<file path="config.mk">
export PLATFORM = sky130hd
export DESIGN_NAME = wb_select
export DESIGN_NICKNAME = d
export VERILOG_FILES = /design/src/hw/core_pkg.sv /design/src/hw/wb_select.sv
export SDC_FILE = /design/constraint.sdc
export NUM_CORES = 1
export LEC_CHECK = 0
export ABC_AREA = 1
export BUFFER_PORTS_ARGS = -buffer_cell sky130_fd_sc_hd__buf_2
export CAP_MARGIN = 20
export CORE_AREA = 5 5 138 140
export DETAILED_ROUTE_END_ITERATION = 7
export DIE_AREA = 0 0 143 145
export PLACE_DENSITY_LB_ADDON = 0.12
export SETUP_SLACK_MARGIN = 0.15
export SYNTH_ARGS = -nofsm -noshare
export SYNTH_HDL_FRONTEND = slang
export SYNTH_SLANG_ARGS = --single-unit
</file>
<file path="constraint.sdc">
create_clock -name vclk -period 1.05
set_clock_uncertainty 0.15 [all_clocks]
set_input_delay 0.0525 -clock vclk [all_inputs]
set_output_delay 0.0525 -clock vclk [all_outputs]
set_load 0.03 [all_outputs]
</file>
<file path="src/hw/core_pkg.sv">
package core_pkg;

    // **************************************************
    // memory operations
    // **************************************************

    // MEM_X means the instruction does not touch memory
    typedef enum logic [3:0] {
        MEM_X         = 4'd0,
        MEM_LB        = 4'd1,
        MEM_LBU       = 4'd2,
        MEM_LH        = 4'd3,
        MEM_LHU       = 4'd4,
        MEM_LW        = 4'd5,
        MEM_SB        = 4'd6,
        MEM_SH        = 4'd7,
        MEM_SW        = 4'd8,
        MEM_AMOSWAP_W = 4'd9
    } mem_op_e;

    // writeback value source
    typedef enum logic [1:0] {
        WB_ALU = 2'd0,
        WB_MEM = 2'd1,
        WB_CSR = 2'd2
    } wb_sel_e;

    // **************************************************
    // pipeline records
    // **************************************************

    typedef struct packed {
        mem_op_e     mem_op;
        wb_sel_e     wb_sel;
        logic        rd_wen;
        logic [31:0] rs2_data;
    } ctrl_t;

    // record handed over by the execute stage
    typedef struct packed {
        logic [31:0] reg_pc;
        logic [63:0] inst_id;
        ctrl_t       ctrl;
        logic [31:0] alu_out;
        logic [31:0] csr_rdata;
    } mem_in_t;

    // record handed to writeback
    typedef struct packed {
        logic [31:0] reg_pc;
        logic [63:0] inst_id;
        logic        rd_wen;
        logic [31:0] wb_data;
    } wb_out_t;

    // data word, seen whole or as byte / halfword lanes
    typedef union packed {
        logic [31:0]      word;
        logic [3:0][7:0]  bytes;
        logic [1:0][15:0] halves;
    } data_word_u;

    // **************************************************
    // memory geometry and timing
    // **************************************************

    // cycles from accepted command to completion
    localparam int MEM_LATENCY = 2;
    localparam int MEM_LAT_W = $clog2(MEM_LATENCY + 1);

    // depth in words
    localparam int MEM_DEPTH_LOG2 = 8;
    localparam int MEM_DEPTH = 1 << MEM_DEPTH_LOG2;

    // never carried by a real instruction
    localparam logic [63:0] INST_ID_NONE = 64'hffff_0000_0000_0000;

endpackage

</file>
<file path="src/hw/wb_select.sv">
`timescale 1ns/1ps

module wb_select (
    input  logic              mem_valid,
    input  logic              stall,
    input  logic              pipeline_flush,
    input  core_pkg::mem_in_t mem_in,
    input  logic [31:0]       load_data,
    output logic              wb_valid,
    output core_pkg::wb_out_t wb_out
);
    import core_pkg::*;

    logic [31:0] wb_data;

    // value source
    always_comb begin
        case (mem_in.ctrl.wb_sel)
            WB_MEM:  wb_data = load_data;
            WB_CSR:  wb_data = mem_in.csr_rdata;
            default: wb_data = mem_in.alu_out;
        endcase
    end

    // one pulse per instruction, on its last cycle
    assign wb_valid = mem_valid && !stall && !pipeline_flush;

    always_comb begin
        wb_out.reg_pc  = mem_in.reg_pc;
        wb_out.inst_id = mem_in.inst_id;
        wb_out.rd_wen  = mem_in.ctrl.rd_wen;
        wb_out.wb_data = wb_data;
    end

endmodule

</file>
After elaboration in Yosys (flattened, before gate mapping):

Index checks and enable logic that the tools add are counted.

* multiplexer cells: 1
* equality and inequality tests: 2
* reductions and logical operators: 4

Operators with widths (number)
* one-hot mux 32 bit (2 select lines): 1
* == test 2 x 1 -> 1 bit, second input constant: 1
* == test 2 bit, second input constant: 1
* logical AND 1 bit: 2
* zero test 1 bit: 2

* word-level logic and storage cells: 7
* input bits: 234
* output and inout bits: 130
* bits in registers: 0

Longest topological paths before layout:

* depth after elaboration: 3
* mapped depth: 7
* gate-level depth less buffers: 6

Worst setup path after synthesis:

OpenSTA, ideal clock, no wires.

* path type: input-to-output
* start: input mem_in[97] in the netlist's numbering
* end: output wb_out[0] in the netlist's numbering
* arrival: 0.966 ns
* required time: 0.847 ns
* stages: 7
* buffers on the path: 2
* setup slack: -0.118 ns
* path through: inv_1 -> ha_1 -> buf_2 -> inv_2 -> buf_6 -> nand2_1 -> nand2_1

RTL lines
* start: declaration: line wb_select.sv:7 `input core_pkg::mem_in_t mem_in,`
* end: declaration: line wb_select.sv:10 `output core_pkg::wb_out_t wb_out`

==> results.txt <==
Kind of start point of the critical path = input pin
Most common cell after layout, fill and taps aside = nand2_1
Number of failing hold endpoints at the final stage = 0
Portion of total power attributed to the clock network = 0
Number of top-level pins = 364
Internal power = 0.000988 W
Count of max-cap constraint violations = 0
Net Sw Power = 0.00133 W
CP Class = in -> out
Hold depth = 3
Cell area after placement = 2230 µm²
Nets in the synthesized netlist = 544
Number of pins exceeding their max-slew limit in the final report = 0
Starting density of the core = 0.0911
Fraction of layout instances using a drive strength above 1 = 0.497
Post-route total power = 0.00232 W
Vias in the first global route = 2465
Total via count in the routed design = 2204
Count of routing violations after the opening detailed-route iteration = 22
Type of the tightest min-delay check = in -> out
Cell Area, Synth = 1610 µm²
Worst EP arrival = 1.02 ns
Mean instance size in the synthesized netlist = 5.24 µm²
RSZ-0062 raised after global routing = true
Average wire per standard cell = 13.2 µm
Number of sequential cells = 0
Result of the run = finished, violations left
Part of the Yosys area used for sequential elements = 0
Required @ worst endpoint = 0.85 ns
Post-layout min period = 1.23 ns
Remaining DRCs = 0
Area taken by flip-flops and latches = 0 µm²
Place WS = -0.266 ns
Final core utilization = 0.211
Combinational family with the most area after synthesis = buffers and inverters
Placeable Area = 17700 µm²
Die outline height = 145 µm
Power density over cell area = 621 nW/µm²
Maximum fanout count along the critical path = 7
Share of total power in combinational logic = 1.000
Leading area contributor after synthesis = buf_4
Area growth syn-to-layout = 131%
Chip Width = 143 µm
Fin crit share = 1.17
Setup Viol. Count Final = 32
Worst slew pin tran = 0.352 ns
Worst Setup End Kind = output pin
Adder and majority cell fraction of the synthesized area = 0.0155
TritonRoute pass-1 iters = 4
Count of antenna-violating nets left after detailed routing = 0
VDD IR-drop max = 0.000204 V
Reg power frac = 0
HPWL after detailed placement = 5950 µm
Aggregate global-route resource usage = 0.0719
Compound-cell area share of the yosys netlist = 0
Cell at the slowest stage of the critical path = ha_4
Maximum number of pins on one net before global-route repair = 18
Top cells by area in the synthesized netlist = buf_4 45%, nand2_1 45%, buf_6 6.3%
Startpoint of the worst hold path = stall
Detailed-route vias per instance = 3.28
Commonest non-fill, non-tap cells in the layout = 126 x nand2_1, 100 x buf_2, 97 x dlymetal6s4s_1, 42 x nand2_4
Smallest setup slack after layout = -0.175 ns
Post-synthesis share of cell area spent on xor and xnor gates = 0
Area of all placed cells without fillers = 3740 µm²
Violated checks = setup timing
Clock buffer cells = 0
Number of inserted diodes = 0
Mux cell area share after synthesis = 0
Number of antenna violations at the first check in global routing = 0
Minimum hold slack = 0.235 ns
Overall die area = 20700 µm²
Worst relative slew slack = 0.766
Number of placement rows = 49
Port buffer count = 134
Switching share of total power = 0.574
Detailed Route WL = 8850 µm
Wire length of the first global-routing pass = 12400 µm
Synth Instances = 308
End of the worst hold path = wb_valid
Critical path's largest stage delay = 0.32 ns
Series of cell instances along the critical path = buf_8, inv_6, ha_4, inv_8, clkbuf_16, nand2_2, nand2_4, buf_4
Grt ovf = 0
Count of filler cells inserted in the layout = 1948
Final layout net count = 681
Fraction of synthesized cell area taken by the top area cell type = 0.451
Highest achievable clock rate = 816 MHz
Distinct cells, synth = 8
Routability congestion estimate = 0.698
Count of warnings emitted by yosys = 0
Synthesized-area fraction occupied by and/or/nand/nor cells = 0.451
Leak Pwr = 2.66 nW
[layout make-up]
type	count	area [µm²]	area share
inverter	3	23.8	0.00636
timing repair buffer	245	2270	0.607
tap	229	287	0.0767
multi-input combinational	195	1160	0.310
[stage by stage]
| step | setup TNS (ns) | instances |
|---|---|---|
| 2_1_floorplan | 0 | 308 |
| 6_report | -4.60 | 672 |
| 4_1_cts | -5.13 | 671 |
| 3_3_place_gp | -7.53 | 572 |
| 3_5_place_dp | -7.55 | 572 |
| 5_1_grt | -6.38 | 672 |
[logic make-up (layout without fill, tap and decap cells)]
| kind of cell | after synthesis | count (layout) |
|---|---|---|
| simple gates | 193 | 193 |
| buf+inv | 113 | 248 |
| fa+ha+maj | 2 | 2 |
[layer usage]
layer  GRT usage  vias to the layer above  share of wire
li1            -                     1086              -
met1      0.0685                      950           0.32
met2       0.161                      166           0.57
met3     0.00987                        2           0.10
met4     0.00285                        0         0.0032
met5           0                        -              0
[Yosys cell counts]
cell,count
nand2_1,192
inv_1,2
buf_4,97
nor3b_1,1
inv_2,1
ha_1,2
buf_6,9
buf_2,4
[timing repair]
item	4_1_cts	5_1_grt
endpoints found under the hold margin	97	0
setup endpoints to repair	32	129
hold buffers	97	0
cloned	2	1
resized for setup	60	111
setup buffers	0	0
pin swaps	4	1
[worst max-delay path: cells and delay by family]
family | cells | cell delay [ns]
buffers and inverters | 5 | 0.52
adder cells (fa/ha/maj) | 1 | 0.32
AND/OR/NAND/NOR | 2 | 0.13
[worst max-delay path by stage]
stage	startpoint	endpoint	slack, ns	depth (start not counted)
6_report	mem_in[97]	wb_out[25]	-0.18	8
5_1_grt	mem_in[97]	wb_out[15]	-0.22	7
4_1_cts	mem_in[97]	wb_out[25]	-0.20	8
3_5_place_dp	mem_in[97]	wb_out[21]	-0.27	7
3_3_place_gp	mem_in[97]	wb_out[21]	-0.26	7
2_1_floorplan	mem_in[98]	wb_out[0]	0.07	6
[power by group through the flow]
| stage | clock (W) | combinational, W | sequential, W |
|---|---|---|---|
| floorplan | 0 | 0.00157 | 0 |
| global placement | 0 | 0.00134 | 0 |
| detailed placement | 0 | 0.00133 | 0 |
| CTS | 0 | 0.00226 | 0 |
| global route | 0 | 0.00247 | 0 |
| finish | 0 | 0.00232 | 0 |
(Power assumes the default switching activity.)
