**config.mk**
```make
export PLATFORM = sky130hd
export DESIGN_NAME = mem_access_ctrl
export DESIGN_NICKNAME = d
export VERILOG_FILES = /design/src/hw/core_pkg.sv /design/src/hw/mem_access_ctrl.sv
export SDC_FILE = /design/constraint.sdc
export NUM_CORES = 1
export LEC_CHECK = 0
export BUFFER_PORTS_ARGS = -buffer_cell sky130_fd_sc_hd__buf_2
export CORE_AREA = 2 2 133 135
export CTS_BUF_LIST = sky130_fd_sc_hd__clkbuf_4 sky130_fd_sc_hd__clkbuf_8
export DETAILED_ROUTE_END_ITERATION = 10
export DIE_AREA = 0 0 135 137
export PLACE_DENSITY = 0.68
export SYNTH_ARGS = -nofsm -noshare
export SYNTH_HDL_FRONTEND = slang
export SYNTH_SLANG_ARGS = --single-unit
export TNS_END_PERCENT = 5
```
**constraint.sdc**
```tcl
create_clock -name clk -period 3.02 [get_ports clk]
set_input_delay 0.302 -clock clk [delete_from_list [all_inputs] [get_ports clk]]
set_output_delay 0.302 -clock clk [all_outputs]
set_load 0.1 [all_outputs]
```
**src/hw/core_pkg.sv**
```systemverilog
package core_pkg;

    // **************************************************
    // memory operations
    // **************************************************

    // MEM_X means the instruction does not touch memory
    typedef enum logic [3:0] {
        MEM_X         = 4'd0,
        MEM_LB        = 4'd1,
        MEM_LBU       = 4'd2,
        MEM_LH        = 4'd3,
        MEM_LHU       = 4'd4,
        MEM_LW        = 4'd5,
        MEM_SB        = 4'd6,
        MEM_SH        = 4'd7,
        MEM_SW        = 4'd8,
        MEM_AMOSWAP_W = 4'd9
    } mem_op_e;

    // writeback value source
    typedef enum logic [1:0] {
        WB_ALU = 2'd0,
        WB_MEM = 2'd1,
        WB_CSR = 2'd2
    } wb_sel_e;

    // **************************************************
    // pipeline records
    // **************************************************

    typedef struct packed {
        mem_op_e     mem_op;
        wb_sel_e     wb_sel;
        logic        rd_wen;
        logic [31:0] rs2_data;
    } ctrl_t;

    // record handed over by the execute stage
    typedef struct packed {
        logic [31:0] reg_pc;
        logic [63:0] inst_id;
        ctrl_t       ctrl;
        logic [31:0] alu_out;
        logic [31:0] csr_rdata;
    } mem_in_t;

    // record handed to writeback
    typedef struct packed {
        logic [31:0] reg_pc;
        logic [63:0] inst_id;
        logic        rd_wen;
        logic [31:0] wb_data;
    } wb_out_t;

    // data word, seen whole or as byte / halfword lanes
    typedef union packed {
        logic [31:0]      word;
        logic [3:0][7:0]  bytes;
        logic [1:0][15:0] halves;
    } data_word_u;

    // **************************************************
    // memory geometry and timing
    // **************************************************

    // cycles from accepted command to completion
    localparam int MEM_LATENCY = 2;
    localparam int MEM_LAT_W = $clog2(MEM_LATENCY + 1);

    // depth in words
    localparam int MEM_DEPTH_LOG2 = 8;
    localparam int MEM_DEPTH = 1 << MEM_DEPTH_LOG2;

    // never carried by a real instruction
    localparam logic [63:0] INST_ID_NONE = 64'hffff_0000_0000_0000;

endpackage

```
**src/hw/mem_access_ctrl.sv**
```systemverilog
`timescale 1ns/1ps

module mem_access_ctrl (
    input  logic                 clk,
    input  logic                 arst_n,
    input  logic                 mem_valid,
    input  core_pkg::mem_in_t    mem_in,
    input  logic                 pipeline_flush,
    input  logic                 cmd_ready,
    input  logic                 rd_valid,
    input  core_pkg::data_word_u rdata,
    output logic                 cmd_start,
    output logic                 cmd_write,
    output logic [31:0]          addr,
    output core_pkg::data_word_u wdata,
    output logic [3:0]           wmask,
    output logic                 stall,
    output logic [31:0]          load_data
);
    import core_pkg::*;

    typedef enum logic [1:0] {
        S_IDLE,
        S_WAIT_READY,
        S_WAIT_READ
    } state_e;

    state_e      state;
    mem_op_e     op_q;
    mem_op_e     cur_op;
    logic [63:0] done_id;
    data_word_u  load_q;
    logic        op_pending;
    logic        issue;
    logic        is_store;
    logic [1:0]  lane;

    // **************************************************
    // command side
    // **************************************************

    // held record still owes an access
    assign op_pending = mem_valid && (mem_in.ctrl.mem_op != MEM_X) &&
                        (mem_in.inst_id != done_id);

    // outside idle the registered op wins (swap turns into SW)
    assign cur_op   = (state == S_IDLE) ? mem_in.ctrl.mem_op : op_q;
    assign is_store = cur_op inside {MEM_SB, MEM_SH, MEM_SW};
    assign lane     = mem_in.alu_out[1:0];

    assign issue = mem_valid && !pipeline_flush &&
                   ((state == S_IDLE && op_pending) || state == S_WAIT_READY);

    assign cmd_start = issue && cmd_ready;
    assign cmd_write = is_store;
    assign addr      = mem_in.alu_out;

    // hold execute until the access has finished
    assign stall = mem_valid && ((state != S_IDLE) || op_pending);

    // store lane placement
    always_comb begin
        wdata.word = '0;
        wmask      = 4'b0000;
        case (cur_op)
            MEM_SB: begin
                wdata.bytes[lane] = mem_in.ctrl.rs2_data[7:0];
                wmask[lane]       = 1'b1;
            end
            MEM_SH: begin
                wdata.halves[lane[1]] = mem_in.ctrl.rs2_data[15:0];
                wmask                 = lane[1] ? 4'b1100 : 4'b0011;
            end
            MEM_SW: begin
                wdata.word = mem_in.ctrl.rs2_data;
                wmask      = 4'b1111;
            end
            default: begin
                wmask = 4'b0000;
            end
        endcase
    end

    // **************************************************
    // sequencing
    // **************************************************

    always_ff @(posedge clk or negedge arst_n) begin
        if (!arst_n) begin
            state   <= S_IDLE;
            op_q    <= MEM_X;
            done_id <= INST_ID_NONE;
        end else if (pipeline_flush || !mem_valid) begin
            // any read still in flight is simply ignored
            state <= S_IDLE;
            op_q  <= MEM_X;
        end else begin
            case (state)
                S_IDLE: begin
                    if (op_pending) begin
                        op_q <= mem_in.ctrl.mem_op;
                        if (!cmd_ready) begin
                            state <= S_WAIT_READY;
                        end else if (is_store) begin
                            done_id <= mem_in.inst_id;
                        end else begin
                            state <= S_WAIT_READ;
                        end
                    end
                end
                S_WAIT_READY: begin
                    if (cmd_ready) begin
                        if (is_store) begin
                            state   <= S_IDLE;
                            op_q    <= MEM_X;
                            done_id <= mem_in.inst_id;
                        end else begin
                            state <= S_WAIT_READ;
                        end
                    end
                end
                S_WAIT_READ: begin
                    if (rd_valid) begin
                        if (op_q == MEM_AMOSWAP_W) begin
                            // second half of the swap
                            state <= S_WAIT_READY;
                            op_q  <= MEM_SW;
                        end else begin
                            state   <= S_IDLE;
                            op_q    <= MEM_X;
                            done_id <= mem_in.inst_id;
                        end
                    end
                end
                default: begin
                    state <= S_IDLE;
                end
            endcase
        end
    end

    // read word, kept through the swap's store phase
    always_ff @(posedge clk) begin
        if (state == S_WAIT_READ && rd_valid) begin
            load_q <= rdata;
        end
    end

    // load lane select and extension
    always_comb begin
        case (mem_in.ctrl.mem_op)
            MEM_LB:  load_data = {{24{load_q.bytes[lane][7]}}, load_q.bytes[lane]};
            MEM_LBU: load_data = {24'h0, load_q.bytes[lane]};
            MEM_LH:  load_data = {{16{load_q.halves[lane[1]][15]}}, load_q.halves[lane[1]]};
            MEM_LHU: load_data = {16'h0, load_q.halves[lane[1]]};
            default: load_data = load_q.word;
        endcase
    end

    // misaligned accesses are not supported
    assert property (@(posedge clk) disable iff (!arst_n)
        cmd_start |->
            !((cur_op inside {MEM_LH, MEM_LHU, MEM_SH} && addr[0]) ||
              (cur_op inside {MEM_LW, MEM_SW, MEM_AMOSWAP_W} && addr[1:0] != 2'b00)));

endmodule

```
### Yosys cells after proc, flatten, opt, wreduce, memory -nomap -nowiden

Cells that the tools add are included.

* word-level logic and storage cells: 91
* output and inout bits: 103
* flip-flop bits (word level): 102
* input port bits: 237

* magnitude comparators: 4
* multiplexer cells: 37
* reductions and logical operators: 24
* equal/unequal tests: 19
* bitwise gates (word level): 3

Operator list (count)
* 64-bit 2-to-1 mux: 5
* 64-bit case mux with 3 select lines: 1
* 32-bit case mux with 4 select lines: 1
* 32-bit case mux with 3 select lines: 1
* 32-bit bitwise AND: 2
* 64-bit inequality test: 1
* 16-bit 2-to-1 mux: 3
* 4-bit 2-to-1 mux: 8
* 4-bit case mux with 3 select lines: 2
* 8-bit binary-select mux with 2-bit select: 1
* 16-bit demux with 1-bit select: 1
* 8-bit demux with 2-bit select: 1
* 8-bit 2-to-1 mux: 2
* 2-bit 2-to-1 mux: 7
* 4-bit by 3-bit == test with 1-bit output (second input constant): 3
* 1-bit logical AND: 10
* 5-bit AND reduction: 2
* 3-bit by 2-bit inequality test with 1-bit output (second input constant): 3
* 4-bit by 2-bit == test with 1-bit output (second input constant): 2
* 4-bit == test (second input constant): 2
* 4-bit nonzero test: 2
* 2-bit inequality test (second input constant): 3
* 2-bit case mux with 3 select lines: 1
* 3-bit nonzero test: 2
* other kinds (17): 21

### Longest topological paths before layout

Gate-level depths: netlist of the first run.

* word-level depth: 9
* depth in mapped cells: 12

### Least setup slack after synthesis of the first run

OpenSTA, ideal clock, no wires.

* path type: reg-to-output
* from: register done_id[56]
* to: output cmd_start
* path buffers: 0
* slack: -0.288 ns
* required time: 2.718 ns
* cell stages (with the launch flop): 7
* arrival time: 3.006 ns
* cells stage by stage: dfstp_2 xnor2_1 nand4_1 nor4_1 nand4_1 a31oi_1 nor3_1

* longest elaborated chain between the ends: 6

RTL lines
* start: declaration: line mem_access_ctrl.sv:31 `logic [63:0] done_id;`
* start signal: assignment: line mem_access_ctrl.sv:105 `done_id <= mem_in.inst_id;`
* start signal: assignment: line mem_access_ctrl.sv:116 `done_id <= mem_in.inst_id;`
* start signal: assignment: line mem_access_ctrl.sv:131 `done_id <= mem_in.inst_id;`
* 64-bit inequality test: line mem_access_ctrl.sv:44 `(mem_in.inst_id != done_id);`
* 1-bit logical AND: line mem_access_ctrl.sv:43 `assign op_pending = mem_valid && (mem_in.ctrl.mem_op != MEM_X) &&`
* 1-bit logical AND: line mem_access_ctrl.sv:52 `((state == S_IDLE && op_pending) || state == S_WAIT_READY);`
* 1-bit logical OR: line mem_access_ctrl.sv:52
* 1-bit logical AND: line mem_access_ctrl.sv:51 `assign issue = mem_valid && !pipeline_flush &&`
* 1-bit logical AND: line mem_access_ctrl.sv:54 `assign cmd_start = issue && cmd_ready;`
* end: declaration: line mem_access_ctrl.sv:12 `output logic cmd_start,`

No other way between the ends.

==> run summary, run 1 <==
The top cell types in the final layout, fill and taps aside, are 174 x buf_2, 65 x xnor2_1, 60 x mux2_4. The cell with the biggest individual delay on the critical path is dfrtp_1. The relative contribution of combinational cells to total power came out at 0.359. The number of logic stages on the critical path including buffering came out at 8. The row count came out at 48. The worst setup path is launched from a flip-flop.

Summed over all nets, wire length on met2 after detailed routing comes to about 9 mm. The tightest slew margin relative to the limit is 0.314. The highest routing layer actually used is met5. Setup violations remaining at the end of the flow were counted as 0.

The internal portion of the total power is ~3.0 mW. The worst path buffer plus inverter count came out at 3. Broken down by cell family, the worst path's largest delay share belongs to compound AO/OA/AOI/OAI gates.

The most used flip-flop cell after synthesis is dfrtp_1. In this run the register-to-register setup slack is between 0.2 and 0.25 ns. The number of iterations in the first detailed-routing pass came out at 8. The multi-input combinational cells in the finished layout cover a total of around 0.0030 mm^2. The run finished with clean final reports. The reported max-cap violation count is 0. In this run the critical register-to-register path is captured at done_id[33]$_DFFE_PN0P_. Setup repair after global routing left no endpoint under its margin.

The placer congestion estimate is 0.822. Dividing total power by cell area gives a power density of around 560 mW/mm^2. The sequential-to-total area share from yosys stat came out at 0.439. In this run the critical register-to-register path is launched from state[0]$_DFFE_PN0P_. Following the worst setup path forward leads to its endpoint at wdata[11]. Setup total negative slack on the finished layout was measured at 0 ns.

The synthesized area per cell came out at approximately 12 um^2. In the synthesized netlist the async set-or-reset flop fraction comes to 0.686. The cell sitting at the root of the clock tree is a clkbuf_8.

The clock tree buffer depth came out at 2. The count of pins over their slew limit is 0. The flip-flop and latch count after synthesis came out at approximately 100. The area enclosed by the die boundary came out at 0.0185 mm^2.

Detailed routing placed a total of between 1 and 1.5 mm of wire on met3. The portion of total power attributed to sequential cells is 0.440. The effective utilization at floorplan came out at 0.365. The number of antenna-violating nets in the routed design came out at 0. Of all nets on the critical path, the largest fanout is 21. The signal on the critical path passes through inv_1, ha_2, nor4bb_1, o21a_2, buf_4, o21bai_4, a22o_1, buf_12. The worst hold slack after final layout is about 0.0065 ns. The number of global-route vias before repair is roughly 4.9k. The synthesis-to-finish area growth came out at 30.9%. The initial antenna violation count is 4. At the pin with the least slew margin, the transition time is about 1 ns. The sequential cell area in the final layout came out at around 0.0027 mm^2. After global routing the overflow that remains totals 0. The total routed wire length on the met1 layer is roughly 6.6 mm. Entering global routing, the biggest net connects 40 pins. The area of the core is between 0.015 and 0.02 mm^2. The worst setup path is captured at a primary output. The detail-routed via count per cell came out at just over 5. The final hold violation count came out at 0. The proportion of total power due to net switching is 0.352. After clock tree synthesis, the clock-pin slew on the worst setup and hold paths is between 0.1 and 0.15 ns.

STA puts the critical path data arrival time at 2.55 ns. The worst reg-to-reg path cell count is 10. The wire-length estimate of the detail-placed layout is ~14 mm. After detailed routing, the number of remaining DRC violations is 0. Once layout is complete, the utilization of the core stands at 0.477. The smallest clock period supported by the final layout is computed as around 2.9 ns.

The top-level port count is 340. The floorplan die height came out at approximately 140 um. The count of flip-flops with a built-in enable after synthesis is 32. The post-route fraction of the period consumed by the critical path came out at 0.945. The global-route total usage across every layer came out at 0.192. The overall power is approximately 4.6 mW. The number of sinks on the clock net is between 100 and 150. Leaving out fill and tap cells, the most frequent cell in the layout is buf_2. The net count of the mapped netlist came out at between 700 and 800. The required time of the worst setup path is 2.72 ns. The total of buffers placed on input and output ports is ~210. TritonCTS built the clock tree. The clock reaches the later pin of the worst-skew pair after between 0.3 and 0.4 ns. The net switching power is 1.61 mW. The leakage component of the power is ~3.6 nW. The global-route wire length before repair came out at between 20 and 30 mm.

The count of distinct cell types in the synthesized netlist came out at 58. The count of fill cells added during filler insertion is 1569. The startpoint of the worst setup timing path is state[0]$_DFFE_PN0P_. The stage delay of the slowest cell on the critical path came out at 0.44 ns. For this run, the post-layout net count is 943. The worst supply voltage drop on vdd is 0.338 mV. The total of warnings raised by yosys is 0. The maximum operating frequency came out at 0.350 GHz.

The maximum level of the CTS H-tree is 3. The worst setup path is of the reg -> out kind. The final wirelength is around 18 mm.

The wire length per cell is about 19 um. The worst hold path belongs to the class in -> async. The chip width is about 140 um. After clock tree synthesis, the flow added hold-fix buffers numbering 0. The netlist area before placement is between 0.006 and 0.007 mm^2. The clock network fraction of total power came out at 0.201. Of the cells placed in the final design, the portion with a size suffix greater than 1 is 0.501. The number of vias in the routed layout came out at approximately 4.7k. The worst-case clock skew came out at between 0.02 and 0.025 ns. The total clock buffers created by CTS is 9.

The first routing iteration left about 280 violations. Counting every instance in the synthesized netlist gives 510.
-- how the worst min path moves through the flow --
stage | start | end | slack [ns] | depth (start not counted)
CTS | arst_n | done_id[9]$_DFFE_PN0P_ | 0.04 | 1
finish | arst_n | done_id[9]$_DFFE_PN0P_ | 0.007 | 1
global placement | arst_n | done_id[9]$_DFFE_PN0P_ | 0.48 | 1
detailed placement | arst_n | done_id[9]$_DFFE_PN0P_ | 0.48 | 1
global route | rdata[25] | load_q[25]$_DFFE_PP_ | 0.05 | 1
floorplan | arst_n | done_id[0]$_DFFE_PN0P_ | 0.006 | 0
-- state kept, by name, summed over array words and instances, names as in the netlist --
register	flops
done_id	64
load_q	32
op_q	4
state	2
-- cell type report --
cell class | count | area share
Tap cell | 225 | 0.0346
Inverter | 22 | 0.0101
Antenna cell | 3 | 0.000922
Multi-Input combinational cell | 334 | 0.371
Clock inverter | 7 | 0.0112
Timing Repair Buffer | 233 | 0.221
Clock buffer | 9 | 0.0152
Sequential cell | 102 | 0.336
-- through the flow --
stage / cells / setup slack, ns / cell area (um^2)
after floorplan: 510 / -0.119 / 6230
after global placement: 915 / 0.184 / 7860
after detailed placement: 915 / 0.161 / 7860
after CTS: 931 / -0.0974 / 8100
after global routing: 935 / 0.00716 / 8140
final: 935 / 0.165 / 8140
-- Yosys cell counts, drive strengths merged (13+ instances only) --
library cell  count  area (um^2)
a21o             16          120
nor2             17         63.8
inv              22         82.6
a21oi            13         68.8
dfstp            16          420
a22o             16          140
xnor2            65          569
nand4            17          106
a222oi           14          140
nand2            23         86.3
mux2             72         1040
buf              44          407
dfrtp            54         1350
edfxtp           32          961
-- layer usage --
metal  vias to the layer above  global-route usage
met3                        59              0.0519
met4                         2               0.112
met2                       178               0.334
li1                       2203                   -
met1                      2295               0.211
met5                         -                   0
-- cells by family (layout without fill, tap and decap cells) --
kind of cell,count (synthesis),in the layout,synth area share
buf+inv,74,271,0.0834
fa+ha+maj,5,5,0.00965
other cells,0,3,0
flops,102,102,0.439
xor+xnor,66,66,0.0929
mux,75,75,0.174
compound gates,86,86,0.109
simple gates,102,102,0.0921
-- timing repair --
| action | in CTS | in global routing |
|---|---|---|
| setup buffers | 0 | 1 |
| pin swaps | 1 | 5 |
| resized for setup | 4 | 8 |
| setup endpoints to repair | 19 | 49 |
-- power groups by stage --
stage	Sequential (mW)	Combinational [mW]	Clock [mW]
finish	2.01	1.64	0.921
global route	2.05	1.75	1.02
CTS	2.01	1.65	0.962
detailed placement	2.02	1.64	0
global placement	2.02	1.61	0
floorplan	1.98	1.45	0
No activity file was read; power rests on OpenSTA's default activity.
==> inputs of run 2 (changes only) <==
--- a/config.mk
+++ b/config.mk
@@ -6,11 +6,11 @@
 export NUM_CORES = 1
 export LEC_CHECK = 0
 export BUFFER_PORTS_ARGS = -buffer_cell sky130_fd_sc_hd__buf_2
-export CORE_AREA = 2 2 133 135
+export CORE_AREA = 2 2 132 134
 export CTS_BUF_LIST = sky130_fd_sc_hd__clkbuf_4 sky130_fd_sc_hd__clkbuf_8
 export DETAILED_ROUTE_END_ITERATION = 10
-export DIE_AREA = 0 0 135 137
-export PLACE_DENSITY = 0.68
+export DIE_AREA = 0 0 134 136
+export PLACE_DENSITY = 0.69
 export SYNTH_ARGS = -nofsm -noshare
 export SYNTH_HDL_FRONTEND = slang
 export SYNTH_SLANG_ARGS = --single-unit
==> run 2 against run 1 <==
Net effect: the flow now finishes with violations (negative hold slack); clock power fell by 6.5%; critical path depth did not move; via count fell by 0.65%; sequential share of layout area rose by 0.11 points; utilization rose by 0.35 points; setup slack got worse by 0.018 ns; cell area fell by 0.32%; die area fell by 1.5%; critical path type unchanged; largest power group unchanged.
==> run summary, run 2 (synthesized netlist as in run 1, its figures left out) <==
The area of the core came out at 0.0169 mm^2 (was 0.0171 mm^2). The total clock buffers created by CTS came out at 9 (unchanged). The TritonCTS clock tree is done (unchanged).

The number of global-route vias before repair came out at 4853 (was 4884). The worst-case clock skew is 0.0132 ns (was 0.0209 ns). The total routed wire length on the met1 layer came to 6.44 mm (was 6.65 mm). The register name with the most flops is done_id (unchanged). The count of fill cells added during filler insertion is 1539 (was 1569). The met3 wire length is 1.11 mm (was 1.22 mm). The class of the tightest hold or removal check is in -> async (unchanged). RSZ-0062 raised after global routing: false (unchanged). The initial antenna violation count is 2 (was 4). The clock network fraction of total power is 0.191 (was 0.201).

The number of vias in the routed layout came out at 4706 (was 4737). The number of iterations in the first detailed-routing pass is 7 (was 8). The type of the setup path with the least slack is reg -> out (unchanged).

The total negative slack is 0 ns (unchanged). The clock slew at the register clock pins of the worst setup and hold paths came to 0.11 ns (was 0.12 ns). The leakage component of the power is 3.64 nW (was 3.65 nW). The proportion of total power due to net switching came out at 0.346 (was 0.352). The number of sinks on the clock net is 102 (unchanged). The chip width came out at 134 um (was 135 um). The detail-routed via count per cell is 5.05 (was 5.07). The reported max-cap violation count is 0 (unchanged). The tightest slew margin relative to the limit came out at 0.496 (was 0.314).

The portion of total power attributed to sequential cells is 0.446 (was 0.440). The global-route total usage across every layer came to 0.187 (was 0.192). The category of the worst setup path launch point is a flip-flop (unchanged). The power density normalized to cell area was 555 mW/mm^2 (was 562 mW/mm^2). The clock tree buffer depth is 2 (unchanged). The top-level port count came to 340 (unchanged). The row count is 48 (unchanged). The effective utilization at floorplan is 0.369 (was 0.365). The number of setup violations in the final report came out at 0 (unchanged).

The relative contribution of combinational cells to total power was 0.363 (was 0.359). The maximum level of the CTS H-tree came to 3 (unchanged). The required time of the worst setup path is 2.72 ns (about the same). The number of antenna-violating nets in the routed design is 0 (unchanged).

The share of post-route cells with drive strength above 1 is 0.501 (about the same). The critical path arrival is 2.57 ns (was 2.55 ns). The final wirelength is 17.5 mm (was 17.9 mm). The worst-skew pair later-pin latency came out at 0.37 ns (was 0.39 ns). The largest net degree at the start of global routing came out at 40 (unchanged). The net switching power came out at 1.56 mW (was 1.61 mW). The highest routing layer actually used is met5 (unchanged).

The type of destination of the critical path is a primary output (unchanged). The floorplan die height came out at 136 um (was 137 um). The filler-free cell count of the finished design is 932 (was 935).

The number of buffers added to fix hold violations after cts came to 0 (unchanged). The clock root buffer is clkbuf_8 (unchanged). The number of flip-flops in the largest register is 64 (unchanged). The post-route fraction of the period consumed by the critical path is 0.951 (was 0.945). The placer congestion estimate came out at 0.906 (was 0.822). The maximum operating frequency is 0.348 GHz (was 0.350 GHz). The maximum fanout encountered on the critical timing path came out at 21 (unchanged). The routed length on met2 is 8.90 mm (was 9.12 mm).

Run status: finished, violations left (was completed). The final net count was 942 (was 943). The area enclosed by the die boundary was 0.0182 mm^2 (was 0.0185 mm^2). The count of unresolved DRC violations after routing came out at 0 (unchanged).

The clock period minus final worst setup slack was 2.87 ns (was 2.85 ns). The final setup slack of the worst path came out at 0.147 ns (was 0.165 ns). The commonest non-fill, non-tap cell in the layout is buf_2 (unchanged). The internal power component was 2.95 mW (was 2.96 mW).

Largest registers: done_id: 64 flops, load_q: 32 flops, op_q: 4 flops (unchanged). The worst hold slack after final layout came out at -0.00645 ns (was 0.00654 ns). The half-perimeter wire length after detailed placement is 13.7 mm (was 14.2 mm).

The number of placed cells counting well taps was 914 (was 915). The global-route wire length before repair came to 26.2 mm (was 26.8 mm). The iteration-0 DRC count of the detailed router came out at 300 (was 277). The total congestion overflow after global routing came out at 0 (unchanged). The checks that failed: negative hold slack. The worst supply voltage drop on vdd is 0.374 mV (was 0.338 mV). The placement-stage worst setup slack is 0.193 ns (was 0.161 ns). The pin slew with the least headroom to its limit is 0.756 ns (was 1.03 ns).

The total of buffers placed on input and output ports is 212 (unchanged). The wire length per cell is 18.8 um (was 19.2 um). The synthesis-to-finish area growth came out at 30.5% (was 30.9%). The final hold violation count came to 13 (was 0). Top library cells by usage in the layout, fill and taps aside: 175 x buf_2, 65 x xnor2_1, 60 x mux2_4 (was 174 x buf_2, 65 x xnor2_1, 60 x mux2_4). The count of pins over their slew limit was 0 (unchanged).
run 2: changes by cell type in the layout (fill, tap and decap cells not counted), sizes merged:
cell,delta
diode,-2
buf,-1
run 2: final cells by class:
| class | instances | area, um^2 | area share |
|---|---|---|---|
| multi-input combinational | 334 | 3010 | 0.371 |
| sequential | 102 | 2730 | 0.337 |
| timing repair buffer | 232 | 1810 | 0.223 |
| tap | 225 | 282 | 0.0347 |
| clock buffer | 9 | 124 | 0.0153 |
| inverter | 22 | 82.6 | 0.0102 |
| clock inverter | 7 | 73.8 | 0.00909 |
| antenna | 1 | 2.50 | 0.000308 |
run 2: worst paths after layout:
check | cells after the start | slack (ns) | to | from
max in group asynchronous | 2 | 2.30 | done_id[61]$_DFFE_PN1P_ | arst_n
max reg2reg | 10 | 0.28 | done_id[31]$_DFFE_PN0P_ | state[0]$_DFFE_PN0P_
max | 8 | 0.15 | wdata[25] | state[0]$_DFFE_PN0P_
min reg2reg | 1 | 0.52 | done_id[30]$_DFFE_PN0P_ | done_id[30]$_DFFE_PN0P_
min in group clk | 1 | 0.09 | load_q[8]$_DFFE_PP_ | rdata[8]
min | 1 | -0.006 | done_id[2]$_DFFE_PN0P_ | arst_n
run 2: metal layers:
metal / track usage / up-vias
met5: 0 / -
met4: 0.123 / 2
met3: 0.0470 / 69
met2: 0.325 / 159
met1: 0.204 / 2270
li1: - / 2206
run 2: repair_timing:
item,4_1_cts,5_1_grt
pin swaps,1,2
resized for setup,1,9
setup endpoints to repair,2,34
setup buffers,1,0
run 2: power by group through the flow:
stage	registers, mW	clock network [mW]	logic [mW]
floorplan	1.98	0	1.45
global placement	2.02	0	1.61
detailed placement	2.02	0	1.64
CTS	2.01	0.895	1.65
global route	2.05	0.954	1.75
finish	2.01	0.861	1.64
run 2: stage by stage:
| step | power (mW) | instance area, um^2 | util | hold slack [ns] |
|---|---|---|---|---|
| 2_1_floorplan | 3.43 | 6230 | - | 0.00641 |
| 3_3_place_gp | 3.63 | 7870 | 0.466 | 0.415 |
| 3_5_place_dp | 3.67 | 7870 | 0.466 | 0.417 |
| 4_1_cts | 4.55 | 8080 | 0.479 | 0.000106 |
| 5_1_grt | 4.75 | 8120 | 0.481 | 0.0349 |
| 6_report | 4.51 | 8120 | 0.481 | -0.00645 |
run 2: worst max-delay path, cell delays in order, from the launching register on:
cell and delay, ns:
dfrtp_1 0.40, inv_1 0.08, ha_2 0.24, nor4bb_2 0.18, o21a_2 0.23, buf_6 0.16, a222oi_1 0.52, inv_1 0.17
buf_12 0.20
==> inputs of run 3 (changes only) <==
--- a/config.mk
+++ b/config.mk
@@ -6,11 +6,12 @@
 export NUM_CORES = 1
 export LEC_CHECK = 0
 export BUFFER_PORTS_ARGS = -buffer_cell sky130_fd_sc_hd__buf_2
-export CORE_AREA = 2 2 132 134
+export CORE_ASPECT_RATIO = 0.8
+export CORE_MARGIN = 4
+export CORE_UTILIZATION = 40
 export CTS_BUF_LIST = sky130_fd_sc_hd__clkbuf_4 sky130_fd_sc_hd__clkbuf_8
 export DETAILED_ROUTE_END_ITERATION = 10
-export DIE_AREA = 0 0 134 136
-export PLACE_DENSITY = 0.69
+export PLACE_DENSITY = 0.73
 export SYNTH_ARGS = -nofsm -noshare
 export SYNTH_HDL_FRONTEND = slang
 export SYNTH_SLANG_ARGS = --single-unit
==> run 3 against run 2 <==
Net effect: the flow now finishes without violations; sequential power about the same; cell area decreased by 0.69%; worst hold slack improved by 0.10 ns; critical path type unchanged; global-route usage decreased by 0.50 points; cell count decreased by 1.8%; via count decreased by 2.0%; critical endpoint is now stall; clock power increased by 5.9%; combinational power about the same; maximum frequency increased by 1.4%.
==> run summary, run 3 (synthesized netlist as in run 1, its figures left out) <==
Run status: completed (was finished, violations left). The worst hold path depth came out at 1. The startpoint of the worst setup timing path is done_id[50]$_DFFE_PN1P_ (was state[0]$_DFFE_PN0P_). The total clock buffers created by CTS is 9 (unchanged). The chip width was 147 um (was 134 um). The final hold violation count came out at 0 (was 13).

The clock network fraction of total power is 0.200 (was 0.191). The final wirelength is 16.4 mm (was 17.5 mm). The initial antenna violation count is 0 (was 2). The critical path arrival is 2.53 ns (was 2.57 ns). The count of pins over their slew limit came to 0 (unchanged).

The required time of the worst setup path is 2.72 ns (about the same). The worst setup slack for register-to-register paths is 0.30 ns (was 0.28 ns). The TritonCTS clock tree is done (unchanged). The clock root buffer was clkbuf_8 (unchanged). The clock slew at the register clock pins of the worst setup and hold paths is 0.11 ns (about the same). The worst supply voltage drop on vdd came out at 0.355 mV (was 0.374 mV). The leakage component of the power came to 3.61 nW (was 3.64 nW). The pin slew with the least headroom to its limit is 0.721 ns (was 0.756 ns). The number of vias in the routed layout is 4610 (was 4706). The type of destination of the critical path was a primary output (unchanged). The class of the tightest hold or removal check is in -> reg (was in -> async). The power density normalized to cell area came out at 566 mW/mm^2 (was 555 mW/mm^2). The wire length per cell was 18.0 um (was 18.8 um). The worst path buffer plus inverter count was 1 (was 4). The final net count is 941 (was 942). The row count was 40 (was 48). The synthesis-to-finish area growth came out at 29.6% (was 30.5%). The worst reg-to-reg path cell count came out at 9 (was 10). The register name with the most flops was done_id (unchanged). The final setup slack of the worst path is 0.187 ns (was 0.147 ns). The startpoint of the worst-slack reg-to-reg timing path is state[0]$_DFFE_PN0P_ (unchanged).

The placement-stage worst setup slack came out at 0.242 ns (was 0.193 ns). The tightest slew margin relative to the limit came out at 0.519 (was 0.496). The maximum fanout encountered on the critical timing path is 4 (was 21). The area of the core came out at 0.0151 mm^2 (was 0.0169 mm^2). The number of sinks on the clock net came to 102 (unchanged). The number of logic stages on the critical path including buffering is 7 (was 8). The number of antenna-violating nets in the routed design came out at 0 (unchanged). The clock period minus final worst setup slack is 2.83 ns (was 2.87 ns). The number of setup violations in the final report is 0 (unchanged). The maximum operating frequency came out at 0.353 GHz (was 0.348 GHz). The global-route wire length before repair came to 25.6 mm (was 26.2 mm).

The stage delay of the slowest cell on the critical path was 0.55 ns (was 0.52 ns). The commonest non-fill, non-tap cell in the layout is buf_2 (unchanged). The worst-case clock skew came out at 0.0172 ns (was 0.0132 ns).

The startpoint identified for the worst hold timing path is rdata[13]. Largest registers: done_id: 64 flops, load_q: 32 flops, op_q: 4 flops (unchanged). Critical Path, Cell by Cell: xnor2_1, nand4_1, nor4_1, nand4_1, a21bo_2, and2_1, buf_4 (was inv_1, ha_2, nor4bb_2, o21a_2, buf_6, a222oi_1, inv_1, buf_12). The total congestion overflow after global routing is 0 (unchanged). The reported max-cap violation count is 0 (unchanged). The count of unresolved DRC violations after routing came to 0 (unchanged).

The net switching power is 1.55 mW (was 1.56 mW). The top-level port count came out at 340 (unchanged). The global-route total usage across every layer came out at 0.182 (was 0.187). The iteration-0 DRC count of the detailed router is 360 (was 300).

The count of antenna diodes in the layout is 0 (was 1). The type of the setup path with the least slack is reg -> out (unchanged). The number of flip-flops in the largest register came out at 64 (unchanged).

The category of the worst setup path launch point was a flip-flop (unchanged). The total negative slack was 0 ns (unchanged). The floorplan die height came out at 120 um (was 136 um).

Top library cells by usage in the layout, fill and taps aside: 175 x buf_2, 65 x xnor2_1, 60 x mux2_4 (unchanged). The post-route fraction of the period consumed by the critical path was 0.938 (was 0.951). RSZ-0062 raised after global routing: true (was false).

The detail-routed via count per cell is 5.04 (was 5.05). The maximum level of the CTS H-tree is 3 (unchanged). The area enclosed by the die boundary is 0.0176 mm^2 (was 0.0182 mm^2).

The worst hold slack after final layout came out at 0.0959 ns (was -0.00645 ns). The worst-skew pair later-pin latency was 0.38 ns (was 0.37 ns). The share of post-route cells with drive strength above 1 is 0.501 (about the same).

The most used cell along the critical path is nand4_1 (was inv_1). The clock tree buffer depth came out at 2 (unchanged). The placer congestion estimate is 0.837 (was 0.906). The effective utilization at floorplan is 0.412 (was 0.369). The number of iterations in the first detailed-routing pass is 8 (was 7). The proportion of total power due to net switching is 0.340 (was 0.346). The largest net degree at the start of global routing is 48 (was 40). The internal power component is 3.01 mW (was 2.95 mW). The cell with the biggest individual delay on the critical path is dfstp_2 (was a222oi_1). The total of buffers placed on input and output ports came out at 212 (unchanged).

The half-perimeter wire length after detailed placement is 12.4 mm (was 13.7 mm). The relative contribution of combinational cells to total power is 0.360 (was 0.363). The cell family with the largest share of critical-path delay is simple AND/OR/NAND/NOR gates (was compound AO/OA/AOI/OAI gates). The number of global-route vias before repair is 4762 (was 4853). The portion of total power attributed to sequential cells was 0.440 (was 0.446).
[run 3: worst paths after layout]
path	endpoint
worst max-delay path	stall
worst min-delay path	load_q[13]$_DFFE_PP_
worst max register to register	done_id[32]$_DFFE_PN0P_
worst min register to register	done_id[30]$_DFFE_PN0P_
max in group asynchronous	done_id[60]$_DFFE_PN1P_
min in group asynchronous	done_id[9]$_DFFE_PN0P_
[run 3: per-stage QoR]
stage	utilization	cell area [um^2]	cells	power, mW
global route	0.533	8060	915	4.80
floorplan	-	6230	510	3.43
detailed placement	0.516	7800	897	3.66
finish	0.533	8060	915	4.56
CTS	0.531	8030	914	4.60
global placement	0.516	7800	897	3.62
[run 3: area by class of cell]
class                   count  area, um^2
clock inverters             7        83.8
fillers                  1387        7050
well taps                 210         263
repair buffers            231        1760
inverters                  22        82.6
clock buffers               9         124
multi-input cells         334        3010
flip-flops and latches    102        2730
[run 3: metal layers]
layer  part of all wire  up-vias  routed length [um]  track usage
li1                   -     2197                   -            -
met3              0.050       48                 818       0.0378
met4              0.025        0                 409       0.0605
met1               0.44     2234                7240        0.246
met5                  0        -                   0            0
met2               0.48      131                7960        0.295
[run 3: power by group through the flow]
stage                     sequential, mW  clock (mW)  combinational, mW
final                               2.01       0.912               1.64
after floorplan                     1.98           0               1.45
after detailed placement            2.03           0               1.64
after CTS                           2.01       0.948               1.65
after global placement              2.01           0               1.61
after global routing                2.05        1.01               1.75
[run 3: repair_timing]
action,4_1_cts,5_1_grt
hold endpoints to repair,19,0
buffers inserted,0,1
resized for setup,3,6
hold buffers,1,0
pin swaps,0,3
setup endpoints to repair,9,24
gates cloned,0,0
